[src/exec_pkg.sv]
`default_nettype none

package exec_pkg;

   localparam int xlen = 32;
   localparam int mul_latency = 2;
   localparam int div_steps = 32;

   // rv32im operation codes, grouped by format
   typedef enum logic [5:0] {
      op_nop    = 6'h00,
      op_lui    = 6'h01, op_auipc  = 6'h02, op_jal    = 6'h03, op_jalr   = 6'h04,
      op_beq    = 6'h05, op_bne    = 6'h06, op_blt    = 6'h07, op_bge    = 6'h08,
      op_bltu   = 6'h09, op_bgeu   = 6'h0a,
      op_lb     = 6'h0b, op_lh     = 6'h0c, op_lw     = 6'h0d, op_lbu    = 6'h0e,
      op_lhu    = 6'h0f, op_sb     = 6'h10, op_sh     = 6'h11, op_sw     = 6'h12,
      op_addi   = 6'h13, op_slti   = 6'h14, op_sltiu  = 6'h15, op_xori   = 6'h16,
      op_ori    = 6'h17, op_andi   = 6'h18, op_slli   = 6'h19, op_srli   = 6'h1a,
      op_srai   = 6'h1b,
      op_add    = 6'h1c, op_sub    = 6'h1d, op_sll    = 6'h1e, op_slt    = 6'h1f,
      op_sltu   = 6'h20, op_xor    = 6'h21, op_srl    = 6'h22, op_sra    = 6'h23,
      op_or     = 6'h24, op_and    = 6'h25,
      op_mul    = 6'h26, op_mulh   = 6'h27, op_mulhsu = 6'h28, op_mulhu  = 6'h29,
      op_div    = 6'h2a, op_divu   = 6'h2b, op_rem    = 6'h2c, op_remu   = 6'h2d
   } exec_op_e;

   typedef struct packed {
      exec_op_e          op;
      logic [4:0]        rs1;
      logic [4:0]        rs2;
      logic [xlen-1:0]   imm;
      logic [xlen-1:0]   pc;
   } exec_instr_t;

   // values read from the register file
   typedef struct packed {
      logic [xlen-1:0]   rs1;
      logic [xlen-1:0]   rs2;
   } reg_pair_t;

   typedef struct packed {
      logic              enabled;
      logic [4:0]        key;
      logic [xlen-1:0]   value;
   } fwd_t;

   typedef struct packed {
      logic [xlen-1:0]   a;
      logic [xlen-1:0]   b;
   } operands_t;

   function automatic logic is_mul(input exec_op_e op);
      return op inside {op_mul, op_mulh, op_mulhsu, op_mulhu};
   endfunction

   function automatic logic is_div(input exec_op_e op);
      return op inside {op_div, op_divu, op_rem, op_remu};
   endfunction

   function automatic logic is_unsigned_div(input exec_op_e op);
      return op inside {op_divu, op_remu};
   endfunction

endpackage

`default_nettype wire

[src/operand_forward.sv]
`timescale 1ns/100ps
`default_nettype none

module operand_forward (
   input  exec_pkg::exec_instr_t instr,
   input  exec_pkg::reg_pair_t   regs,
   input  exec_pkg::fwd_t        fwd,
   output exec_pkg::operands_t   operands
);

   logic fwd_live;
   logic hit_rs1;
   logic hit_rs2;

   // x0 is hardwired to zero, never take a forwarded write to it
   assign fwd_live = fwd.enabled && (fwd.key != 5'd0);

   assign hit_rs1 = fwd_live && (fwd.key == instr.rs1);
   assign hit_rs2 = fwd_live && (fwd.key == instr.rs2);

   assign operands.a = hit_rs1 ? fwd.value : regs.rs1;
   assign operands.b = hit_rs2 ? fwd.value : regs.rs2;

endmodule

`default_nettype wire

[src/int_alu.sv]
`timescale 1ns/100ps
`default_nettype none

module int_alu (
   input  exec_pkg::exec_instr_t        instr,
   input  exec_pkg::operands_t          operands,
   output logic [exec_pkg::xlen-1:0]    alu_result
);

   logic [exec_pkg::xlen-1:0] a;
   logic [exec_pkg::xlen-1:0] b;
   logic [exec_pkg::xlen-1:0] imm;
   logic [exec_pkg::xlen-1:0] mem_addr;
   logic [4:0]                shamt_i;
   logic [4:0]                shamt_r;

   assign a   = operands.a;
   assign b   = operands.b;
   assign imm = instr.imm;

   // loads and stores share the address sum
   assign mem_addr = a + imm;

   assign shamt_i = imm[4:0];
   assign shamt_r = b[4:0];

   always_comb begin
      alu_result = '0;
      case (instr.op)
         exec_pkg::op_lui:   alu_result = imm;
         exec_pkg::op_auipc: alu_result = instr.pc + imm;
         exec_pkg::op_jal,
         exec_pkg::op_jalr:  alu_result = instr.pc + 32'd4;

         // branch compares give 1/0
         exec_pkg::op_beq:   alu_result = {31'd0, a == b};
         exec_pkg::op_bne:   alu_result = {31'd0, a != b};
         exec_pkg::op_blt:   alu_result = {31'd0, $signed(a) < $signed(b)};
         exec_pkg::op_bge:   alu_result = {31'd0, $signed(a) >= $signed(b)};
         exec_pkg::op_bltu:  alu_result = {31'd0, a < b};
         exec_pkg::op_bgeu:  alu_result = {31'd0, a >= b};

         exec_pkg::op_lb,
         exec_pkg::op_lh,
         exec_pkg::op_lw,
         exec_pkg::op_lbu,
         exec_pkg::op_lhu,
         exec_pkg::op_sb,
         exec_pkg::op_sh,
         exec_pkg::op_sw:    alu_result = mem_addr;

         exec_pkg::op_addi:  alu_result = a + imm;
         exec_pkg::op_slti:  alu_result = {31'd0, $signed(a) < $signed(imm)};
         exec_pkg::op_sltiu: alu_result = {31'd0, a < imm};
         exec_pkg::op_xori:  alu_result = a ^ imm;
         exec_pkg::op_ori:   alu_result = a | imm;
         exec_pkg::op_andi:  alu_result = a & imm;
         exec_pkg::op_slli:  alu_result = a << shamt_i;
         exec_pkg::op_srli:  alu_result = a >> shamt_i;
         exec_pkg::op_srai:  alu_result = $signed(a) >>> shamt_i;

         exec_pkg::op_add:   alu_result = a + b;
         exec_pkg::op_sub:   alu_result = a - b;
         exec_pkg::op_sll:   alu_result = a << shamt_r;
         exec_pkg::op_slt:   alu_result = {31'd0, $signed(a) < $signed(b)};
         exec_pkg::op_sltu:  alu_result = {31'd0, a < b};
         exec_pkg::op_xor:   alu_result = a ^ b;
         exec_pkg::op_srl:   alu_result = a >> shamt_r;
         exec_pkg::op_sra:   alu_result = $signed(a) >>> shamt_r;
         exec_pkg::op_or:    alu_result = a | b;
         exec_pkg::op_and:   alu_result = a & b;
         default:            alu_result = '0;
      endcase
   end

endmodule

`default_nettype wire

[src/mul_unit.sv]
`timescale 1ns/100ps
`default_nettype none

module mul_unit (
   input  logic                         clk,
   input  logic                         rstn,
   input  logic                         start,
   input  exec_pkg::exec_op_e           op,
   input  exec_pkg::operands_t          operands,
   output logic                         mul_done,
   output logic [exec_pkg::xlen-1:0]    mul_result
);

   logic               a_signed;
   logic               b_signed;
   logic signed [32:0] a_ext;
   logic signed [32:0] b_ext;
   logic signed [65:0] product;
   logic [63:0]        prod_q;
   logic               hi_sel_q;
   logic               valid_q;

   // mulhu zero-extends both, mulhsu only rs2
   assign a_signed = (op != exec_pkg::op_mulhu);
   assign b_signed = (op == exec_pkg::op_mul) || (op == exec_pkg::op_mulh);

   assign a_ext   = {a_signed & operands.a[31], operands.a};
   assign b_ext   = {b_signed & operands.b[31], operands.b};
   assign product = a_ext * b_ext;

   // stage one
   always_ff @(posedge clk) begin
      prod_q   <= product[63:0];
      hi_sel_q <= (op != exec_pkg::op_mul);
   end

   always_ff @(posedge clk) begin
      if (rstn) begin
         valid_q <= 1'b0;
      end else begin
         valid_q <= start;
      end
   end

   // stage two word select
   assign mul_result = hi_sel_q ? prod_q[63:32] : prod_q[31:0];
   assign mul_done   = valid_q;

   a_mul_latency: assert property (@(posedge clk) disable iff (rstn)
      start |-> ##(exec_pkg::mul_latency - 1) mul_done ##1 !mul_done)
      else $error("multiplier done not a single pulse after start");

endmodule

`default_nettype wire

[src/div_unit.sv]
`timescale 1ns/100ps
`default_nettype none

module div_unit (
   input  logic                         clk,
   input  logic                         rstn,
   input  logic                         start,
   input  exec_pkg::exec_op_e           op,
   input  exec_pkg::operands_t          operands,
   output logic                         div_done,
   output logic [exec_pkg::xlen-1:0]    div_result
);

   logic                      is_signed;
   logic                      rem_op;
   logic                      by_zero;
   logic                      overflow;
   logic [exec_pkg::xlen-1:0] a_abs;
   logic [exec_pkg::xlen-1:0] b_abs;
   logic [32:0]               trial;
   logic [32:0]               diff;

   logic                      running_q;
   logic                      done_q;
   logic [5:0]                count_q;
   logic [exec_pkg::xlen-1:0] rem_q;
   logic [exec_pkg::xlen-1:0] quo_q;
   logic [exec_pkg::xlen-1:0] divisor_q;
   logic                      q_neg_q;
   logic                      r_neg_q;
   logic                      rem_sel_q;
   logic                      special_q;
   logic [exec_pkg::xlen-1:0] special_val_q;
   logic [exec_pkg::xlen-1:0] quo_fix;
   logic [exec_pkg::xlen-1:0] rem_fix;

   assign is_signed = !exec_pkg::is_unsigned_div(op);
   assign rem_op    = (op == exec_pkg::op_rem) || (op == exec_pkg::op_remu);
   assign by_zero   = (operands.b == '0);
   assign overflow  = is_signed && (operands.a == 32'h8000_0000) && (operands.b == '1);

   assign a_abs = (is_signed && operands.a[31]) ? -operands.a : operands.a;
   assign b_abs = (is_signed && operands.b[31]) ? -operands.b : operands.b;

   // restoring step: shift in next dividend bit, try subtract
   assign trial = {rem_q, quo_q[31]};
   assign diff  = trial - {1'b0, divisor_q};

   always_ff @(posedge clk) begin
      if (rstn) begin
         running_q <= 1'b0;
         done_q    <= 1'b0;
         count_q   <= '0;
      end else begin
         done_q <= 1'b0;
         if (start) begin
            running_q <= 1'b1;
            count_q   <= 6'(exec_pkg::div_steps);
         end else if (running_q) begin
            count_q <= count_q - 6'd1;
            if (count_q == 6'd1) begin
               running_q <= 1'b0;
               done_q    <= 1'b1;
            end
         end
      end
   end

   always_ff @(posedge clk) begin
      if (start) begin
         rem_q     <= '0;
         quo_q     <= a_abs;
         divisor_q <= b_abs;
         q_neg_q   <= is_signed && (operands.a[31] ^ operands.b[31]);
         r_neg_q   <= is_signed && operands.a[31];
         rem_sel_q <= rem_op;
         special_q <= by_zero || overflow;
         if (by_zero) begin
            special_val_q <= rem_op ? operands.a : '1;
         end else begin
            special_val_q <= rem_op ? '0 : operands.a;
         end
      end else if (running_q) begin
         if (!diff[32]) begin
            rem_q <= diff[31:0];
            quo_q <= {quo_q[30:0], 1'b1};
         end else begin
            rem_q <= trial[31:0];
            quo_q <= {quo_q[30:0], 1'b0};
         end
      end
   end

   assign quo_fix = q_neg_q ? -quo_q : quo_q;
   assign rem_fix = r_neg_q ? -rem_q : rem_q;

   assign div_result = special_q ? special_val_q : (rem_sel_q ? rem_fix : quo_fix);
   assign div_done   = done_q;

   a_no_restart: assert property (@(posedge clk) disable iff (rstn)
      start |-> !running_q)
      else $error("divider started while running");

endmodule

`default_nettype wire

[src/exec_control.sv]
`timescale 1ns/100ps
`default_nettype none

module exec_control (
   input  logic                         clk,
   input  logic                         rstn,
   input  logic                         enabled,
   input  exec_pkg::exec_op_e           op,
   input  logic [exec_pkg::xlen-1:0]    alu_result,
   input  logic [exec_pkg::xlen-1:0]    mul_result,
   input  logic [exec_pkg::xlen-1:0]    div_result,
   input  logic                         mul_done,
   input  logic                         div_done,
   output logic                         mul_start,
   output logic                         div_start,
   output logic                         busy,
   output logic                         completed,
   output logic [exec_pkg::xlen-1:0]    result
);

   typedef enum logic [1:0] {
      st_idle,
      st_mul_wait,
      st_div_wait
   } state_e;

   state_e state;
   logic   issue;
   logic   issue_mul;
   logic   issue_div;

   assign busy  = (state != st_idle);
   assign issue = enabled && !busy;

   assign issue_mul = issue && exec_pkg::is_mul(op);
   assign issue_div = issue && exec_pkg::is_div(op);

   assign mul_start = issue_mul;
   assign div_start = issue_div;

   always_ff @(posedge clk) begin
      if (rstn) begin
         state     <= st_idle;
         completed <= 1'b0;
         result    <= '0;
      end else begin
         completed <= 1'b0;
         case (state)
            st_idle: begin
               if (issue_mul) begin
                  state <= st_mul_wait;
               end else if (issue_div) begin
                  state <= st_div_wait;
               end else if (issue) begin
                  // integer ops finish here
                  result    <= alu_result;
                  completed <= 1'b1;
               end
            end
            st_mul_wait: begin
               if (mul_done) begin
                  result    <= mul_result;
                  completed <= 1'b1;
                  state     <= st_idle;
               end
            end
            st_div_wait: begin
               if (div_done) begin
                  result    <= div_result;
                  completed <= 1'b1;
                  state     <= st_idle;
               end
            end
            default: state <= st_idle;
         endcase
      end
   end

   a_no_stray_completion: assert property (@(posedge clk) disable iff (rstn)
      (state == st_idle) |-> !(mul_done || div_done))
      else $error("unit finished with no operation outstanding");

   a_enabled_while_busy: assert property (@(posedge clk) disable iff (rstn)
      busy |-> !enabled)
      else $error("enabled raised while busy");

endmodule

`default_nettype wire

[src/exec_unit.sv]
`timescale 1ns/100ps
`default_nettype none

module exec_unit (
   input  logic                         clk,
   input  logic                         rstn,
   input  logic                         enabled,
   input  exec_pkg::exec_instr_t        instr,
   input  exec_pkg::reg_pair_t          regs,
   input  exec_pkg::fwd_t               fwd,
   output logic                         busy,
   output logic                         completed,
   output logic [exec_pkg::xlen-1:0]    result
);

   exec_pkg::operands_t       operands;
   logic [exec_pkg::xlen-1:0] alu_result;
   logic [exec_pkg::xlen-1:0] mul_result;
   logic [exec_pkg::xlen-1:0] div_result;
   logic                      mul_start;
   logic                      mul_done;
   logic                      div_start;
   logic                      div_done;

   operand_forward u_forward (
      .instr    (instr),
      .regs     (regs),
      .fwd      (fwd),
      .operands (operands)
   );

   int_alu u_alu (
      .instr      (instr),
      .operands   (operands),
      .alu_result (alu_result)
   );

   mul_unit u_mul (
      .clk        (clk),
      .rstn       (rstn),
      .start      (mul_start),
      .op         (instr.op),
      .operands   (operands),
      .mul_done   (mul_done),
      .mul_result (mul_result)
   );

   div_unit u_div (
      .clk        (clk),
      .rstn       (rstn),
      .start      (div_start),
      .op         (instr.op),
      .operands   (operands),
      .div_done   (div_done),
      .div_result (div_result)
   );

   exec_control u_control (
      .clk        (clk),
      .rstn       (rstn),
      .enabled    (enabled),
      .op         (instr.op),
      .alu_result (alu_result),
      .mul_result (mul_result),
      .div_result (div_result),
      .mul_done   (mul_done),
      .div_done   (div_done),
      .mul_start  (mul_start),
      .div_start  (div_start),
      .busy       (busy),
      .completed  (completed),
      .result     (result)
   );

endmodule

`default_nettype wire

[config.mk]
export PLATFORM = sky130hd
export DESIGN_NAME = exec_unit
export DESIGN_NICKNAME = d
export VERILOG_FILES = /design/src/exec_pkg.sv /design/src/operand_forward.sv /design/src/int_alu.sv /design/src/mul_unit.sv /design/src/div_unit.sv /design/src/exec_control.sv /design/src/exec_unit.sv
export SDC_FILE = /design/constraint.sdc
export NUM_CORES = 2
export LEC_CHECK = 0
export ABC_AREA = 1
export BUFFER_PORTS_ARGS = -buffer_cell sky130_fd_sc_hd__buf_2
export CORE_MARGIN = 5
export CORE_UTILIZATION = 50
export CTS_BUF_LIST = sky130_fd_sc_hd__clkbuf_8 sky130_fd_sc_hd__clkbuf_16
export CTS_CLUSTER_SIZE = 24
export DETAILED_ROUTE_END_ITERATION = 8
export MAX_ROUTING_LAYER = met4
export PLACE_DENSITY_LB_ADDON = 0.12
export SLEW_MARGIN = 20
export SYNTH_ARGS = -nofsm -noshare
export SYNTH_HDL_FRONTEND = slang
export SYNTH_HIERARCHICAL = 1
export SYNTH_SLANG_ARGS = --single-unit
[constraint.sdc]
create_clock -name clk -period 7.7 [get_ports clk]
set_clock_uncertainty 0.15 [all_clocks]
set_input_delay 0 -clock clk [delete_from_list [all_inputs] [get_ports clk]]
set_output_delay 0 -clock clk [all_outputs]
set_load 0.03 [all_outputs]
; ---- After elaboration in Yosys (flattened, before gate mapping)
; Index checks and enable logic that the tools add are counted.
[op_classes]
eq_ne = 62
mux = 40
n_mul = 1
shift = 6
addsub = 11
order_cmp = 6
reduce_logical = 33
bitwise_logic = 10
[op_table]
columns = op, count
row1 = $pmux 32 s26, 1
row2 = $mux 32, 20
row3 = $lt 32x32->1, 4
row4 = $neg 32->32, 4
row5 = $add 32x32->32, 3
row6 = $eq 6x5->1 const B, 16
row7 = $pmux 32 s3, 1
row8 = $eq 6x6->1 const B, 14
row9 = $and 32x32->32, 2
row10 = $eq 32x32->1 const B, 2
row11 = $ge 32x32->1, 2
row12 = $mul 33x33->64, 1
row13 = $or 32x32->32, 2
row14 = $shl 32x5->32, 2
row15 = $shr 32x5->32, 2
row16 = $sshr 32x5->32, 2
row17 = $xor 32x32->32, 2
row18 = $eq 6x4->1 const B, 8
row19 = $sub 33x32->33, 1
row20 = $add 32x3->32 const B, 1
row21 = $eq 32x32->1, 1
row22 = $logic_not 32->1, 1
row23 = $ne 32x32->1, 1
row24 = $sub 32x32->32, 1
row25 = 32 further kinds, 75
[word_totals]
elab_cells = 187
ff_bits = 241
in_bits = 185

; ---- Longest topological paths before layout
[logic_depth]
ltp_word = 10
depth_mapped = 42

; ---- By module
; Netlist, hierarchy kept.
[modules_own_cells]
columns = mod, area_per_inst_um2, seq_area_each_um2, n_inst, cells_per_inst
row1 = mul_unit, 41280.8, 1321.3, 1, 5035
row2 = int_alu, 16289.4, 0.0, 1, 3262
row3 = div_unit, 12794.8, 3803.6, 1, 2052
row4 = exec_control, 2403.6, 700.7, 1, 399
row5 = operand_forward, 1199.9, 0.0, 1, 264

; ---- Worst setup path before layout
; Ideal clock, no wire load.
[synth_timing]
path_type = input port to flip-flop
start = input port fwd[33] (netlist bit)
end = register u_mul.prod_q[62]
stages = 33
setup_slack_ps = -17
arrival_time_ps = 7455
path_cell_list = inv_1 > nand2_1 > nand2_1 > nand3_1 > nor2_4 > nand3_1 > nand2_1 > clkbuf_1 > nand2_1 > inv_2 > clkbuf_1 > nand2_1 > inv_1 > fa_1 > fa_1 > fa_1 > fa_1 > inv_1 > fa_1 > fa_1 > fa_1 > fa_1 > inv_1 > ha_1 > nand2_2 > nor2_2 > inv_2 > nor2_2 > inv_1 > nor4_1 > nand2_1 > nand3_1 > nand2_1
[synth_rtl]
columns = element, line_no
row1 = start: declaration, exec_unit.sv:10  ; input exec_pkg::fwd_t fwd,
row2 = end signal: assignment, mul_unit.sv:33  ; prod_q <= product[63:0];
row3 = end: declaration, mul_unit.sv:19  ; logic [63:0] prod_q;

==> impl_metrics.env <==
export IMPL_status="complete, but fails checks"
export IMPL_violations="DRC"
export IMPL_design_area_um2=82900
export IMPL_num_vias=77600
export IMPL_fin_tns_setup_ns=0
export IMPL_syn2layout_area_growth_pct=12.1
export IMPL_dieArea_um2=156000
export IMPL_path_buf_inv=11
export IMPL_final_util_pct=56.2
export IMPL_cts_sinks=241
export IMPL_ys_types=65
export IMPL_grt_max_degree=68
export IMPL_wl_per_cell_um=24.5
export IMPL_critical_path_required_ns=8.02
export IMPL_wl_met1_um=123000
export IMPL_crit_top_cell="fa_1"
export IMPL_multi_input_area_um2=57900
export IMPL_syn_num_nets=12700
export IMPL_final_common_cell="nand2_1"
export IMPL_crit_path_end_kind="flop"
export IMPL_drive_above_1_share_pct=11.1
export IMPL_rsz0062_at_grt="true"
export IMPL_fmax_ghz=0.133
export IMPL_synth_area_um2=74000
export IMPL_cts_root_buf="clkbuf_16"
export IMPL_slew_viol_final=0
export IMPL_stdcell_count=13400
export IMPL_boundaryPins=219
export IMPL_fin_nets=13200
export IMPL_clk_pin_slew_ns=0.06
export IMPL_drt_first_pass_iters=9
export IMPL_clk_path_buf_depth=3
export IMPL_coreArea_um2=147000
export IMPL_netlist_instances=11000
export IMPL_fin_crit_sh_pct=97.9
export IMPL_cts_tree="done"
export IMPL_wl_met2_um=145000
export IMPL_antenna_found_initial=16
export IMPL_synthFlopType="dfxtp_1"
export IMPL_htreeDepth=1
export IMPL_routed_top_layer="met4"
export IMPL_fillers=14500
export IMPL_viasPerCell=5.77
export IMPL_yosys_warnings=6
export IMPL_clock_latency_ns=0.62
export IMPL_die_h_um=395
export IMPL_gp_congestion=1.18
export IMPL_synth_seq_cells=241
export IMPL_drc_errors=2
export IMPL_worst_pin_slew_ns=1.24
export IMPL_place_detailed_hpwl_um=275000
export IMPL_synth_edf_count=100
export IMPL_cap_violations=0
export IMPL_port_buffers=218
export IMPL_die_x_um=395
export IMPL_hold_viol=0
export IMPL_drt_iter0_drc=9583
export IMPL_avgSynthCellArea_um2=6.72
export IMPL_placed_cell_area_um2=81600
export IMPL_synthArstFlopShare_pct=0
export IMPL_slowest_delay_ns=0.61
export IMPL_cp_start_kind="input port"
export IMPL_period_needed_ns=7.54
export IMPL_path_max_fanout=14
export IMPL_seq_area_frac_synth_pct=7.88
export IMPL_regArea_um2=5830
export IMPL_crit_arrival_ns=7.86
export IMPL_crit_slowest_cell="fa_1"
export IMPL_min_path_type="in2reg"
export IMPL_setup_viol=0
export IMPL_critPathTopFamily="adder cells"
export IMPL_mostFrequentLayoutCells="nand2_1 (3075), inv_1 (2236), fa_1 (1124), nand3_1 (986), nor2_1 (710)"
export IMPL_drt_wl_total_um=329000
export IMPL_start_util_pct=50.2
export IMPL_grt_use_total_pct=42.4
export IMPL_ant_nets=0
export IMPL_gr_total_overflow=0
export IMPL_grt_pass1_vias=76700
export IMPL_crit_type="in2reg"
export IMPL_cts_inserted_buffers=29
export IMPL_dp_cells=13400
export IMPL_wl_met3_um=38300
export IMPL_slew_headroom_pct=16.3
export IMPL_rows=141
export IMPL_grt_pass1_wl_um=484000
-- tightest hold or removal path: stages --
cell and delay [ns]:
dlygate4sd3_1 0.51, buf_2 0.18, nor3_1 0.07
-- sequential cells by signal (all words and copies together), names as in the netlist, 2 cells and up --
| register | count |
|---|---|
| u_control/result | 32 |
| u_mul/prod_q | 64 |
| u_control/state | 2 |
| u_div/rem_q | 32 |
| u_div/count_q | 6 |
| u_div/quo_q | 32 |
| u_div/divisor_q | 32 |
| u_div/special_val_q | 32 |
-- metrics by stage --
stage                     hold WS, ns  setup slack [ns]
after detailed placement        0.153            -0.841
after CTS                      0.0304            0.0248
after floorplan               -0.0787            0.0358
after global routing           0.0695           -0.0597
after global placement          0.142            -0.899
final                          0.0408             0.163
-- worst paths after layout --
check	from	end	slack (ns)	cells after the start
setup / recovery	fwd[32]	u_mul/prod_q[46]	0.16	33
hold / removal	rstn	u_control/completed	0.04	3
setup reg to reg	u_control/state[0]	u_div/quo_q[1]	4.06	10
hold reg to reg	u_div/rem_q[1]	u_div/rem_q[1]	0.33	2
-- cells in the mapped netlist (35+ instances only) --
master	instances	area (um^2)
a21oi_1	331	1660
buf_2	77	385
clkbuf_1	348	1310
dfxtp_1	141	2820
edfxtp_1	100	3000
fa_1	1129	22600
ha_1	384	4800
inv_1	2235	8390
nand2_1	3140	11800
nand3_1	989	4950
nand4_1	101	632
nor2_1	721	2710
nor3_1	80	400
o211ai_1	74	556
o21ai_0	419	2100
or2_2	48	300
xnor2_1	35	307
xor2_1	118	1030
-- timing repair --
item | CTS | global route
setup endpoints to repair | 3 | 28
pin swaps | 0 | 7
hold buffers | 9 | 0
hold endpoints to repair | 12 | 0
resized for setup | 2 | 50
gates cloned | 0 | 1
buffers inserted | 0 | 4
-- kinds of logic after synthesis --
| family | share of synthesized area [%] |
|---|---|
| AO/OA/AOI/OAI | 8.21 |
| flip-flops | 7.88 |
| XOR/XNOR | 1.81 |
| adder cells (fa/ha/maj) | 37.5 |
| multiplexers | 0.487 |
| buffers and inverters | 14.4 |
| AND/OR/NAND/NOR | 29.8 |
-- routing by layer --
layer  GRT usage (%)  up-vias
met3            11.0     1031
met2            64.7     4617
li1                -    34600
met1            51.9    37300
met5               -        -
met4            22.2        0
-- layout make-up --
type                    count  share of cell area, %
diodes                     12                 0.0362
clock buffers              35                   1.00
clock inverters            19                  0.148
inverters                2261                   10.2
multi-input cells        8027                   69.8
flip-flops and latches    241                   7.02
well taps                1930                   2.91
repair buffers            915                   8.83
repair inverters            1                0.00905
Power is not shown: default switching activity piles up to over one toggle a cycle in this logic, so the estimate is an artifact.
